<file path="src/hw/bpred_pkg.sv">
package bpred_pkg;

    // RV32I major opcodes of the control transfer instructions
    localparam logic [6:0] OPC_JAL    = 7'b1101111;
    localparam logic [6:0] OPC_JALR   = 7'b1100111;
    localparam logic [6:0] OPC_BRANCH = 7'b1100011;

    // Control type of a fetched or resolved instruction
    typedef enum logic [3:0] {
        IR_OTHER  = 4'd0,
        IR_JAL    = 4'd1,
        IR_JALR   = 4'd2,
        IR_BRANCH = 4'd3
    } ir_type_t;

    // 2-bit saturating counter, upper bit set means predict taken
    typedef enum logic [1:0] {
        STRONG_NOT_TAKE = 2'b00,
        WEAK_NOT_TAKE   = 2'b01,
        WEAK_TAKE       = 2'b10,
        STRONG_TAKE     = 2'b11
    } ctr_state_t;

    localparam ctr_state_t CLEAR_STATE = WEAK_NOT_TAKE;

    // J-type layout, imm[20|10:1|11|19:12]
    typedef struct packed {
        logic       imm20;
        logic [9:0] imm10_1;
        logic       imm11;
        logic [7:0] imm19_12;
        logic [4:0] rd;
        logic [6:0] opcode;
    } j_view_t;

    // B-type layout, imm[12|10:5] and imm[4:1|11]
    typedef struct packed {
        logic       imm12;
        logic [5:0] imm10_5;
        logic [4:0] rs2;
        logic [4:0] rs1;
        logic [2:0] funct3;
        logic [3:0] imm4_1;
        logic       imm11;
        logic [6:0] opcode;
    } b_view_t;

    typedef union packed {
        j_view_t j_view;
        b_view_t b_view;
    } instr_u;

    // One table entry, 34 bits
    typedef struct packed {
        ctr_state_t  ctr;
        logic [31:0] target;
    } entry_t;

    // Resolved outcome from the EX stage
    typedef struct packed {
        logic        valid;
        logic [31:0] pc;
        ir_type_t    ir_type;
        logic        taken;
        logic [31:0] target;
    } resolve_t;

    // Current fetch from the IF stage
    typedef struct packed {
        logic [31:0] pc;
        logic [31:0] pc4;
        instr_u      instr;
    } fetch_t;

endpackage
</file>
<file path="src/hw/jump_predictor_top.sv">
module jump_predictor_top import bpred_pkg::*; #(
    parameter int TABLE_SIZE = 32,
    parameter int NUM_BITS   = 5
) (
    input  logic        clk,
    input  logic        reset,

    // IF stage lookup
    input  fetch_t      fetch,

    // EX stage outcome
    input  resolve_t    resolve,
    input  logic        flush,

    output logic        pred_taken,
    output logic [31:0] pred_addr,
    output logic        ready
);

    ir_type_t            ir_type;
    logic [31:0]         jal_target;
    logic [NUM_BITS-1:0] rd_index;
    logic [NUM_BITS-1:0] wr_index;
    entry_t              rd_entry;
    logic                entry_taken;
    logic                clear_en;
    logic                start;
    logic                last;
    logic [NUM_BITS-1:0] clear_index;

    // Word aligned PCs, bits 1:0 carry no information
    assign rd_index = fetch.pc[NUM_BITS+1:2];
    assign wr_index = resolve.pc[NUM_BITS+1:2];

    ir_classifier u_classifier (
        .instr      (fetch.instr),
        .pc         (fetch.pc),
        .ir_type    (ir_type),
        .jal_target (jal_target)
    );

    pred_table #(
        .TABLE_SIZE (TABLE_SIZE),
        .NUM_BITS   (NUM_BITS)
    ) u_table (
        .clk         (clk),
        .reset       (reset),
        .rd_index    (rd_index),
        .rd_entry    (rd_entry),
        .wr_index    (wr_index),
        .resolve     (resolve),
        .clear_en    (clear_en),
        .clear_index (clear_index)
    );

    clear_sequencer u_sequencer (
        .clk      (clk),
        .reset    (reset),
        .flush    (flush),
        .last     (last),
        .start    (start),
        .clear_en (clear_en),
        .ready    (ready)
    );

    sweep_counter #(
        .NUM_BITS (NUM_BITS)
    ) u_sweep (
        .clk   (clk),
        .reset (reset),
        .start (start),
        .run   (clear_en),
        .index (clear_index),
        .last  (last)
    );

    // Table contents only trusted once the sweep has finished
    assign entry_taken = ready &&
                         ((rd_entry.ctr == WEAK_TAKE) || (rd_entry.ctr == STRONG_TAKE));

    always_comb begin
        pred_taken = 1'b0;
        pred_addr  = fetch.pc4;

        case (ir_type)
            // JAL target comes straight from the instruction word
            IR_JAL: begin
                pred_taken = 1'b1;
                pred_addr  = jal_target;
            end

            IR_JALR, IR_BRANCH: begin
                if (entry_taken) begin
                    pred_taken = 1'b1;
                    pred_addr  = rd_entry.target;
                end
            end

            default: begin
                pred_taken = 1'b0;
                pred_addr  = fetch.pc4;
            end
        endcase
    end

endmodule

</file>
<file path="src/hw/pred_table.sv">
module pred_table import bpred_pkg::*; #(
    parameter int TABLE_SIZE = 32,
    parameter int NUM_BITS   = 5
) (
    input  logic                clk,
    input  logic                reset,

    // Lookup port for the IF stage
    input  logic [NUM_BITS-1:0] rd_index,
    output entry_t              rd_entry,

    // Training port from the EX stage
    input  logic [NUM_BITS-1:0] wr_index,
    input  resolve_t            resolve,

    // Clear sweep
    input  logic                clear_en,
    input  logic [NUM_BITS-1:0] clear_index
);

    // Entry array, indexed by pc[NUM_BITS+1:2]
    entry_t entries [TABLE_SIZE];

    entry_t clear_entry;
    entry_t old_entry;
    entry_t new_entry;
    logic   train;

    // Saturating step of the 2-bit counter
    function automatic ctr_state_t next_ctr(input ctr_state_t cur, input logic taken);
        ctr_state_t nxt;
        if (taken) begin
            if (cur == STRONG_TAKE) begin
                nxt = STRONG_TAKE;
            end else begin
                nxt = ctr_state_t'(cur + 2'd1);
            end
        end else begin
            if (cur == STRONG_NOT_TAKE) begin
                nxt = STRONG_NOT_TAKE;
            end else begin
                nxt = ctr_state_t'(cur - 2'd1);
            end
        end
        return nxt;
    endfunction

    // Only indirect jumps and conditional branches are trained
    function automatic logic is_trained_type(input ir_type_t t);
        return (t == IR_JALR) || (t == IR_BRANCH);
    endfunction

    // Asynchronous read
    assign rd_entry = entries[rd_index];

    assign clear_entry.ctr    = CLEAR_STATE;
    assign clear_entry.target = 32'd0;

    assign train = resolve.valid && is_trained_type(resolve.ir_type);

    // Next contents of the trained entry
    assign old_entry = entries[wr_index];

    always_comb begin
        new_entry.ctr = next_ctr(old_entry.ctr, resolve.taken);

        // Target kept on a not-taken outcome
        if (resolve.taken) begin
            new_entry.target = resolve.target;
        end else begin
            new_entry.target = old_entry.target;
        end
    end

    // Single write port, clear has priority over training
    always_ff @(posedge clk) begin
        if (!reset) begin
            if (clear_en) begin
                entries[clear_index] <= clear_entry;
            end else if (train) begin
                entries[wr_index] <= new_entry;
            end
        end
    end

endmodule

</file>
<file path="src/hw/clear_sequencer.sv">
module clear_sequencer (
    input  logic clk,
    input  logic reset,
    input  logic flush,
    input  logic last,
    output logic start,
    output logic clear_en,
    output logic ready
);

    typedef enum logic [1:0] {
        START = 2'd0,
        SWEEP = 2'd1,
        READY = 2'd2
    } state_t;

    state_t state;
    state_t state_next;

    always_ff @(posedge clk) begin
        if (reset) begin
            state <= START;
        end else begin
            state <= state_next;
        end
    end

    always_comb begin
        state_next = state;

        case (state)
            // First write of the sweep happens here at index 0
            START: begin
                state_next = SWEEP;
            end

            SWEEP: begin
                if (last) begin
                    state_next = READY;
                end
            end

            READY: begin
                state_next = READY;
            end

            default: begin
                state_next = START;
            end
        endcase

        // A flush restarts the sweep from any state
        if (flush) begin
            state_next = START;
        end
    end

    assign start    = (state == START);
    assign clear_en = (state == START) || (state == SWEEP);
    assign ready    = (state == READY);

endmodule

</file>
<file path="src/hw/sweep_counter.sv">
module sweep_counter #(
    parameter int NUM_BITS = 5
) (
    input  logic                clk,
    input  logic                reset,
    input  logic                start,
    input  logic                run,
    output logic [NUM_BITS-1:0] index,
    output logic                last
);

    logic [NUM_BITS-1:0] count;

    // Start forces index 0 in the same cycle
    assign index = start ? '0 : count;

    // High on the cycle that writes the final entry
    assign last = run && (&index);

    always_ff @(posedge clk) begin
        if (reset) begin
            count <= '0;
        end else if (run) begin
            // Wraps back to zero after the last entry
            count <= index + 1'b1;
        end
    end

endmodule

</file>
<file path="src/hw/ir_classifier.sv">
module ir_classifier import bpred_pkg::*; (
    input  instr_u      instr,
    input  logic [31:0] pc,
    output ir_type_t    ir_type,
    output logic [31:0] jal_target
);

    logic [6:0]  opcode;
    logic [2:0]  funct3;
    logic        funct3_legal;
    logic [31:0] j_offset;

    // Both views place the opcode in the same bits
    assign opcode = instr.j_view.opcode;
    assign funct3 = instr.b_view.funct3;

    // 010 and 011 are reserved branch encodings
    assign funct3_legal = (funct3 != 3'b010) && (funct3 != 3'b011);

    // Sign extended J immediate, bit 0 always zero
    assign j_offset = {
        {11{instr.j_view.imm20}},
        instr.j_view.imm20,
        instr.j_view.imm19_12,
        instr.j_view.imm11,
        instr.j_view.imm10_1,
        1'b0
    };

    assign jal_target = pc + j_offset;

    always_comb begin
        case (opcode)
            OPC_JAL: begin
                ir_type = IR_JAL;
            end

            OPC_JALR: begin
                ir_type = IR_JALR;
            end

            OPC_BRANCH: begin
                if (funct3_legal) begin
                    ir_type = IR_BRANCH;
                end else begin
                    ir_type = IR_OTHER;
                end
            end

            default: begin
                ir_type = IR_OTHER;
            end
        endcase
    end

endmodule

</file>
<file path="config.mk">
export PLATFORM = sky130hd
export DESIGN_NAME = jump_predictor_top
export DESIGN_NICKNAME = d
export VERILOG_FILES = /design/src/hw/bpred_pkg.sv /design/src/hw/jump_predictor_top.sv /design/src/hw/pred_table.sv /design/src/hw/clear_sequencer.sv /design/src/hw/sweep_counter.sv /design/src/hw/ir_classifier.sv
export SDC_FILE = /design/constraint.sdc
export NUM_CORES = 1
export LEC_CHECK = 0
export BUFFER_PORTS_ARGS = -buffer_cell sky130_fd_sc_hd__clkbuf_2
export CAP_MARGIN = 20
export CELL_PAD_IN_SITES_DETAIL_PLACEMENT = 0
export CELL_PAD_IN_SITES_GLOBAL_PLACEMENT = 1
export CORE_MARGIN = 2
export CORE_UTILIZATION = 35
export CTS_CLUSTER_SIZE = 20
export DETAILED_ROUTE_END_ITERATION = 8
export GPL_TIMING_DRIVEN = 0
export PLACE_DENSITY = 0.64
export SETUP_SLACK_MARGIN = 0.05
export SKIP_CTS_REPAIR_TIMING = 1
export SYNTH_ARGS = -nofsm -noshare
export SYNTH_HDL_FRONTEND = slang
export SYNTH_SLANG_ARGS = --single-unit
</file>
<file path="constraint.sdc">
create_clock -name clk -period 11.8 [get_ports clk]
set_clock_uncertainty 0.1 [all_clocks]
set_input_delay 3.54 -clock clk [delete_from_list [all_inputs] [get_ports clk]]
set_output_delay 3.54 -clock clk [all_outputs]
set_load 0.01 [all_outputs]
</file>
### Word-level counts from Yosys, hierarchy flattened

Memory sizes are Yosys's and may differ from the RTL's.
Index checks and enable logic that the tools add are counted.

* register bits: 7
* memory bits (writable): 1088
* output and inout bits: 34
* word-level logic and storage cells: 59
* memories: 1

* add/sub/neg operators: 4
* equal/unequal tests: 16
* muxes and demuxes: 23
* reduce and logical (&&, ||, !) cells: 13

Memory list
* u_table.entries: depth 32, bits a word 34, rd ports 2, clocked after memory_dff 0, wr ports 1, RTL line pred_table.sv:22 `entry_t entries [TABLE_SIZE];`

Operator list (number)
* 2-to-1 mux 32 bit: 2
* one-hot mux 32 bit (2 select lines): 1
* 2-to-1 mux 34 bit: 1
* OR reduction 34 bit: 1
* adder 32 bit: 1
* == test 7 bit (second input constant): 3
* == test 4 x 2 -> 1 bit (second input constant): 4
* one-hot mux 4 bit (3 select lines): 1
* 2-to-1 mux 2 bit: 5
* 2-to-1 mux 5 bit: 2
* 2-to-1 mux 1 bit: 9
* == test 2 bit (second input constant): 4
* != test 3 x 2 -> 1 bit (second input constant): 2
* one-hot mux 2 bit (3 select lines): 1
* adder 5 x 1 -> 5 bit (second input constant): 1
* AND reduction 5 bit: 1
* == test 4 x 1 -> 1 bit (second input constant): 1
* logical AND 1 bit: 4
* zero test 2 bit: 2
* OR reduction 2 bit: 2
* logical OR 1 bit: 3
* adder 2 x 1 -> 2 bit (second input constant): 1
* == test 2 x 1 -> 1 bit (second input constant): 1
* != test 2 bit (second input constant): 1
* 2 further kinds: 2

### Depth between registers and ports, before layout

* depth in word-level cells: 9
* depth in mapped cells: 14

### Cells and area by module

From an unflattened synthesis, not the netlist that was laid out.

* cell total of the unflattened synthesis: 2728
* area, all modules: 53586.4 um2

Modules (own cells, without submodules)
* pred_table: instances 1, cells an instance 2207, area an instance 50176.9 um2
* ir_classifier: instances 1, cells an instance 288, area an instance 1938.1 um2
* jump_predictor_top: instances 1, cells an instance 189, area an instance 1062.3 um2
* sweep_counter: instances 1, cells an instance 31, area an instance 274.0 um2
* clear_sequencer: instances 1, cells an instance 13, area an instance 135.1 um2

### Least setup slack after synthesis

Ideal clock, no wire load.

* kind: in2out
* from: input port fetch[66] in the netlist's numbering
* to: output port pred_addr[31]
* arrival time: 6.956 ns
* setup slack: 1.204 ns
* stages: 14
* cells stage by stage: buf_4 > clkbuf_1 > clkbuf_1 > buf_2 > inv_1 > fa_1 > nand2b_1 > a21o_1 > a311oi_1 > o21ai_1 > o21bai_1 > a211oi_1 > or4_1 > nand3_1

* longest elaborated chain between the ends: 6

Ends and longest elaborated chain
* start, declared: RTL line jump_predictor_top.sv:9 `input fetch_t fetch,`
* memory read (32 x 34 bit)
* == test 2 bit: RTL line jump_predictor_top.sv:79 `((rd_entry.ctr == WEAK_TAKE) || (rd_entry.ctr == STRONG_TAKE));`
* logical OR 1 bit: RTL line jump_predictor_top.sv:79
* logical AND 1 bit: RTL line jump_predictor_top.sv:78 `assign entry_taken = ready &&`
* 2-to-1 mux 32 bit: RTL line jump_predictor_top.sv:93 `if (entry_taken) begin`
* one-hot mux 32 bit (2 select lines) *: RTL line jump_predictor_top.sv:85 `case (ir_type)`
* end, declared: RTL line jump_predictor_top.sv:16 `output logic [31:0] pred_addr,`

Every way passes the cells marked *; elsewhere a longest branch is shown, timed or not.

### Worst setup path in the final report

* from: input port fetch[67] in the netlist's numbering
* to: output port pred_addr[23]

The elaborated chain is that of the path after synthesis.

==> impl_metrics.env <==
export IMPL_ant_nets=0
export IMPL_die_area_sq_um=153000
export IMPL_area_growth_pct=19.9
export IMPL_powerDensity_nw_per_um2=139
export IMPL_min_path_cells=2
export IMPL_hold_start="u_sweep.count[4]"
export IMPL_worstSetupPathType="input port to output pin"
export IMPL_outcome="finished, final reports clean"
export IMPL_crit_family="buffers and inverters"
export IMPL_p_leak_uw=0.0224
export IMPL_clkSlewWorstSetupHoldPaths_ns=0.06
export IMPL_hold_path_class="register to register"
export IMPL_cts_buffer_depth=3
export IMPL_hpwl_mm=143
export IMPL_switchingPower_uw=2020
export IMPL_path_cells="clkbuf_2, buf_2, buf_1, clkdlybuf4s15_1, buf_2, mux4_2, mux4_2, mux2i_1, o221ai_1, clkbuf_2"
export IMPL_clock_latency_ns=0.73
export IMPL_synth_top_cell_area_share_pct=62.4
export IMPL_h_tree_depth=3
export IMPL_drc_errors=0
export IMPL_nets=3176
export IMPL_fmax_mhz=86.0
export IMPL_dr_first_iter_drc_count=5213
export IMPL_final_setup_worst_slack_ns=0.175
export IMPL_cts_tree="done"
export IMPL_yosysUniqueCellTypes=60
export IMPL_arrival_ns=7.98
export IMPL_initial_core_util_pct=35.3
export IMPL_grt_pass1_wl_mm=268
export IMPL_p_comb_share_pct=8.3
export IMPL_yosysMostFrequentCell="edfxtp_1"
export IMPL_seq_area_frac_synth_pct=62.6
export IMPL_grt_pass1_vias=32300
export IMPL_syn_inst=2531
export IMPL_rsz0062_at_grt="no"
export IMPL_hold_viol=0
export IMPL_num_rows=141
export IMPL_r2r_start="u_sequencer.state[0]"
export IMPL_rrSetupSlack_ns=7.52
export IMPL_overflow=0
export IMPL_yosys_area_top_type="edfxtp_1"
export IMPL_die_width_um=391
export IMPL_num_fill_cells=12700
export IMPL_synth_edf_count=1088
export IMPL_maxCapViolations=0
export IMPL_cp_slowest_cell="clkdlybuf4s15_1"
export IMPL_setup_viol=0
export IMPL_drt_wirelength_per_cell_um=40.1
export IMPL_finalCriticalPeriod_ns=11.62
export IMPL_r2r_end="u_table.entries[11][8]"
export IMPL_postSynthNetCount=2736
export IMPL_post_place_ws_ns=-0.826
export IMPL_async_reset_ff_share_pct=0
export IMPL_cp_num_buf_inv=6
export IMPL_maxSlewViolCount=0
export IMPL_critPathRequiredTime_ns=8.16
export IMPL_slew_headroom_pct=13.3
export IMPL_clock_root_buffer="clkbuf_16"
export IMPL_final_area_sq_um=62800
export IMPL_avgSynthCellArea_sq_um=20.7
export IMPL_fin_crit_sh_pct=98.5
export IMPL_io_pins=203
export IMPL_placed_area_sq_um=58600
export IMPL_ir_drop_mv=0.134
export IMPL_seqPwrFrac_pct=48.5
export IMPL_antenna_found_initial=11
export IMPL_port_buffers=164
export IMPL_max_stage_delay_ns=0.78
export IMPL_placedCellCount=4766
export IMPL_end_kind="output pin"
export IMPL_synthTopCellsByCount="1088 x edfxtp_1, 669 x mux4_2, 132 x nor2_1, 109 x clkbuf_1, 67 x mux2i_1"
export IMPL_ys_ff_latch=1095
export IMPL_crit_fanout=10
export IMPL_core_area_sq_um=148000
export IMPL_tightest_slew_ns=1.30
export IMPL_hold_end="u_sweep.count[4]"
export IMPL_drt_total_wl_mm=201
export IMPL_clkPwrFrac_pct=43.2
export IMPL_synth_ff_type="edfxtp_1"
export IMPL_ff2ff_path_depth=11
export IMPL_fp_dieH_um=391
export IMPL_viasPerCell=6.47
export IMPL_instances_no_fill=5006
export IMPL_intPower_uw=6700
export IMPL_vias=32400
export IMPL_fin_tns_setup_ns=0
export IMPL_track_usage_pct=26.1
export IMPL_cts_sinks=1095
export IMPL_p_sw_share_pct=23.2
export IMPL_synth_area_top_cells="edfxtp_1 62%, mux4_2 29%, mux2i_1 1.3%"
export IMPL_synth_area_sq_um=52400
export IMPL_post_route_util_pct=42.4
export IMPL_grt_max_degree=33
export IMPL_drive_above_1_share_pct=42.9
export IMPL_start_kind="input port"
export IMPL_ys_warn_count=0
export IMPL_place_congestion=0.902
export IMPL_cts_made_buffers=114
export IMPL_dr_pass1_iters=6
## placed cells by master, fill, tap and decap left out, types with 8 or more instances in the layout
cell	instances
a211oi_1	9
a21o_1	16
a21oi_1	65
buf_1	16
buf_12	42
buf_16	34
buf_2	56
buf_4	14
buf_6	14
buf_8	64
bufinv_16	18
clkbuf_1	110
clkbuf_16	116
clkbuf_2	178
clkinv_1	23
clkinv_2	27
clkinvlp_4	8
edfxtp_1	1088
ha_1	35
inv_1	11
mux2i_1	64
mux4_2	669
nand2_1	53
nand2b_1	11
nand3_1	9
nor2_1	80
nor2_2	20
nor2_4	32
nor3_1	8
o21ai_0	27
o221ai_1	18
xnor2_1	10
xor2_1	14
## state kept, by name (all words and copies together), names as in the netlist
signal and flops:
u_sequencer.state 2, u_table.entries 1088, u_sweep.count 5
## cells by family (layout without fill, tap and decap cells)
family                     after synthesis  in the layout  share of synthesized area (%)
adders and majority gates               36             36                          0.874
muxes                                  739            739                           30.1
other                                    0              6                              0
xor gates and xnor gates                24             24                          0.401
buffers and inverters                  201            740                           1.58
DFF                                   1095           1095                           62.6
AOI/OAI and AO/OA                      186            186                           2.30
and+or+nand+nor                        250            250                           2.09
## power by group through the flow
stage / registers (uW) / logic (uW) / clock network, uW
floorplan: 4310 / 385 / 0
global placement: 4320 / 671 / 0
detailed placement: 4310 / 715 / 0
CTS: 4230 / 717 / 3790
global route: 4230 / 750 / 3930
finish: 4230 / 728 / 3760
## metrics by stage
step	power (uW)	hold WS, ns
6_report	8720	0.348
5_1_grt	8910	0.389
4_1_cts	8740	0.353
3_5_place_dp	5030	0.344
3_3_place_gp	4990	0.353
2_1_floorplan	4700	0.327
## how the worst max path moves through the flow
stage          startpoint       endpoint  slack (ns)  cells past startpoint
2_1_floorplan   fetch[66]  pred_addr[31]        1.20                     14
3_3_place_gp    fetch[66]  pred_addr[31]       -0.76                     16
3_5_place_dp    fetch[66]  pred_addr[31]       -0.83                     16
4_1_cts         fetch[66]  pred_addr[31]       -0.85                     16
5_1_grt         fetch[67]  pred_addr[23]        0.08                     10
6_report        fetch[67]  pred_addr[23]        0.18                     10
## routing by layer
metal | GRT usage, % | routed length [um] | vias to the layer above
met3 | 6.85 | 24200 | 466
li1 | - | - | 12000
met4 | 12.2 | 10000 | 10
met5 | 0 | 70 | -
met1 | 33.4 | 72000 | 17400
met2 | 41.6 | 94600 | 2485
## final cells by class
cell class                 instances  area [sq um]  area share [%]
clock inverter                    83           913            1.45
inverter                          12          45.0          0.0717
buffer                           188           841            1.34
tap                             1930          2410            3.84
multi-input combinational       1235         19100            30.4
sequential                      1095         32800            52.2
clock buffer                     132          2960            4.72
antenna                            6          15.0          0.0239
timing repair buffer             325          3750            5.97
## worst min-delay path, delay by kind of cell (launching register included)
family / cells / cell delay [ns]
and+or+nand+nor: 1 / 0.05
AOI/OAI and AO/OA: 1 / 0.05
DFF: 1 / 0.30
Power figures use the tool's default switching activity.
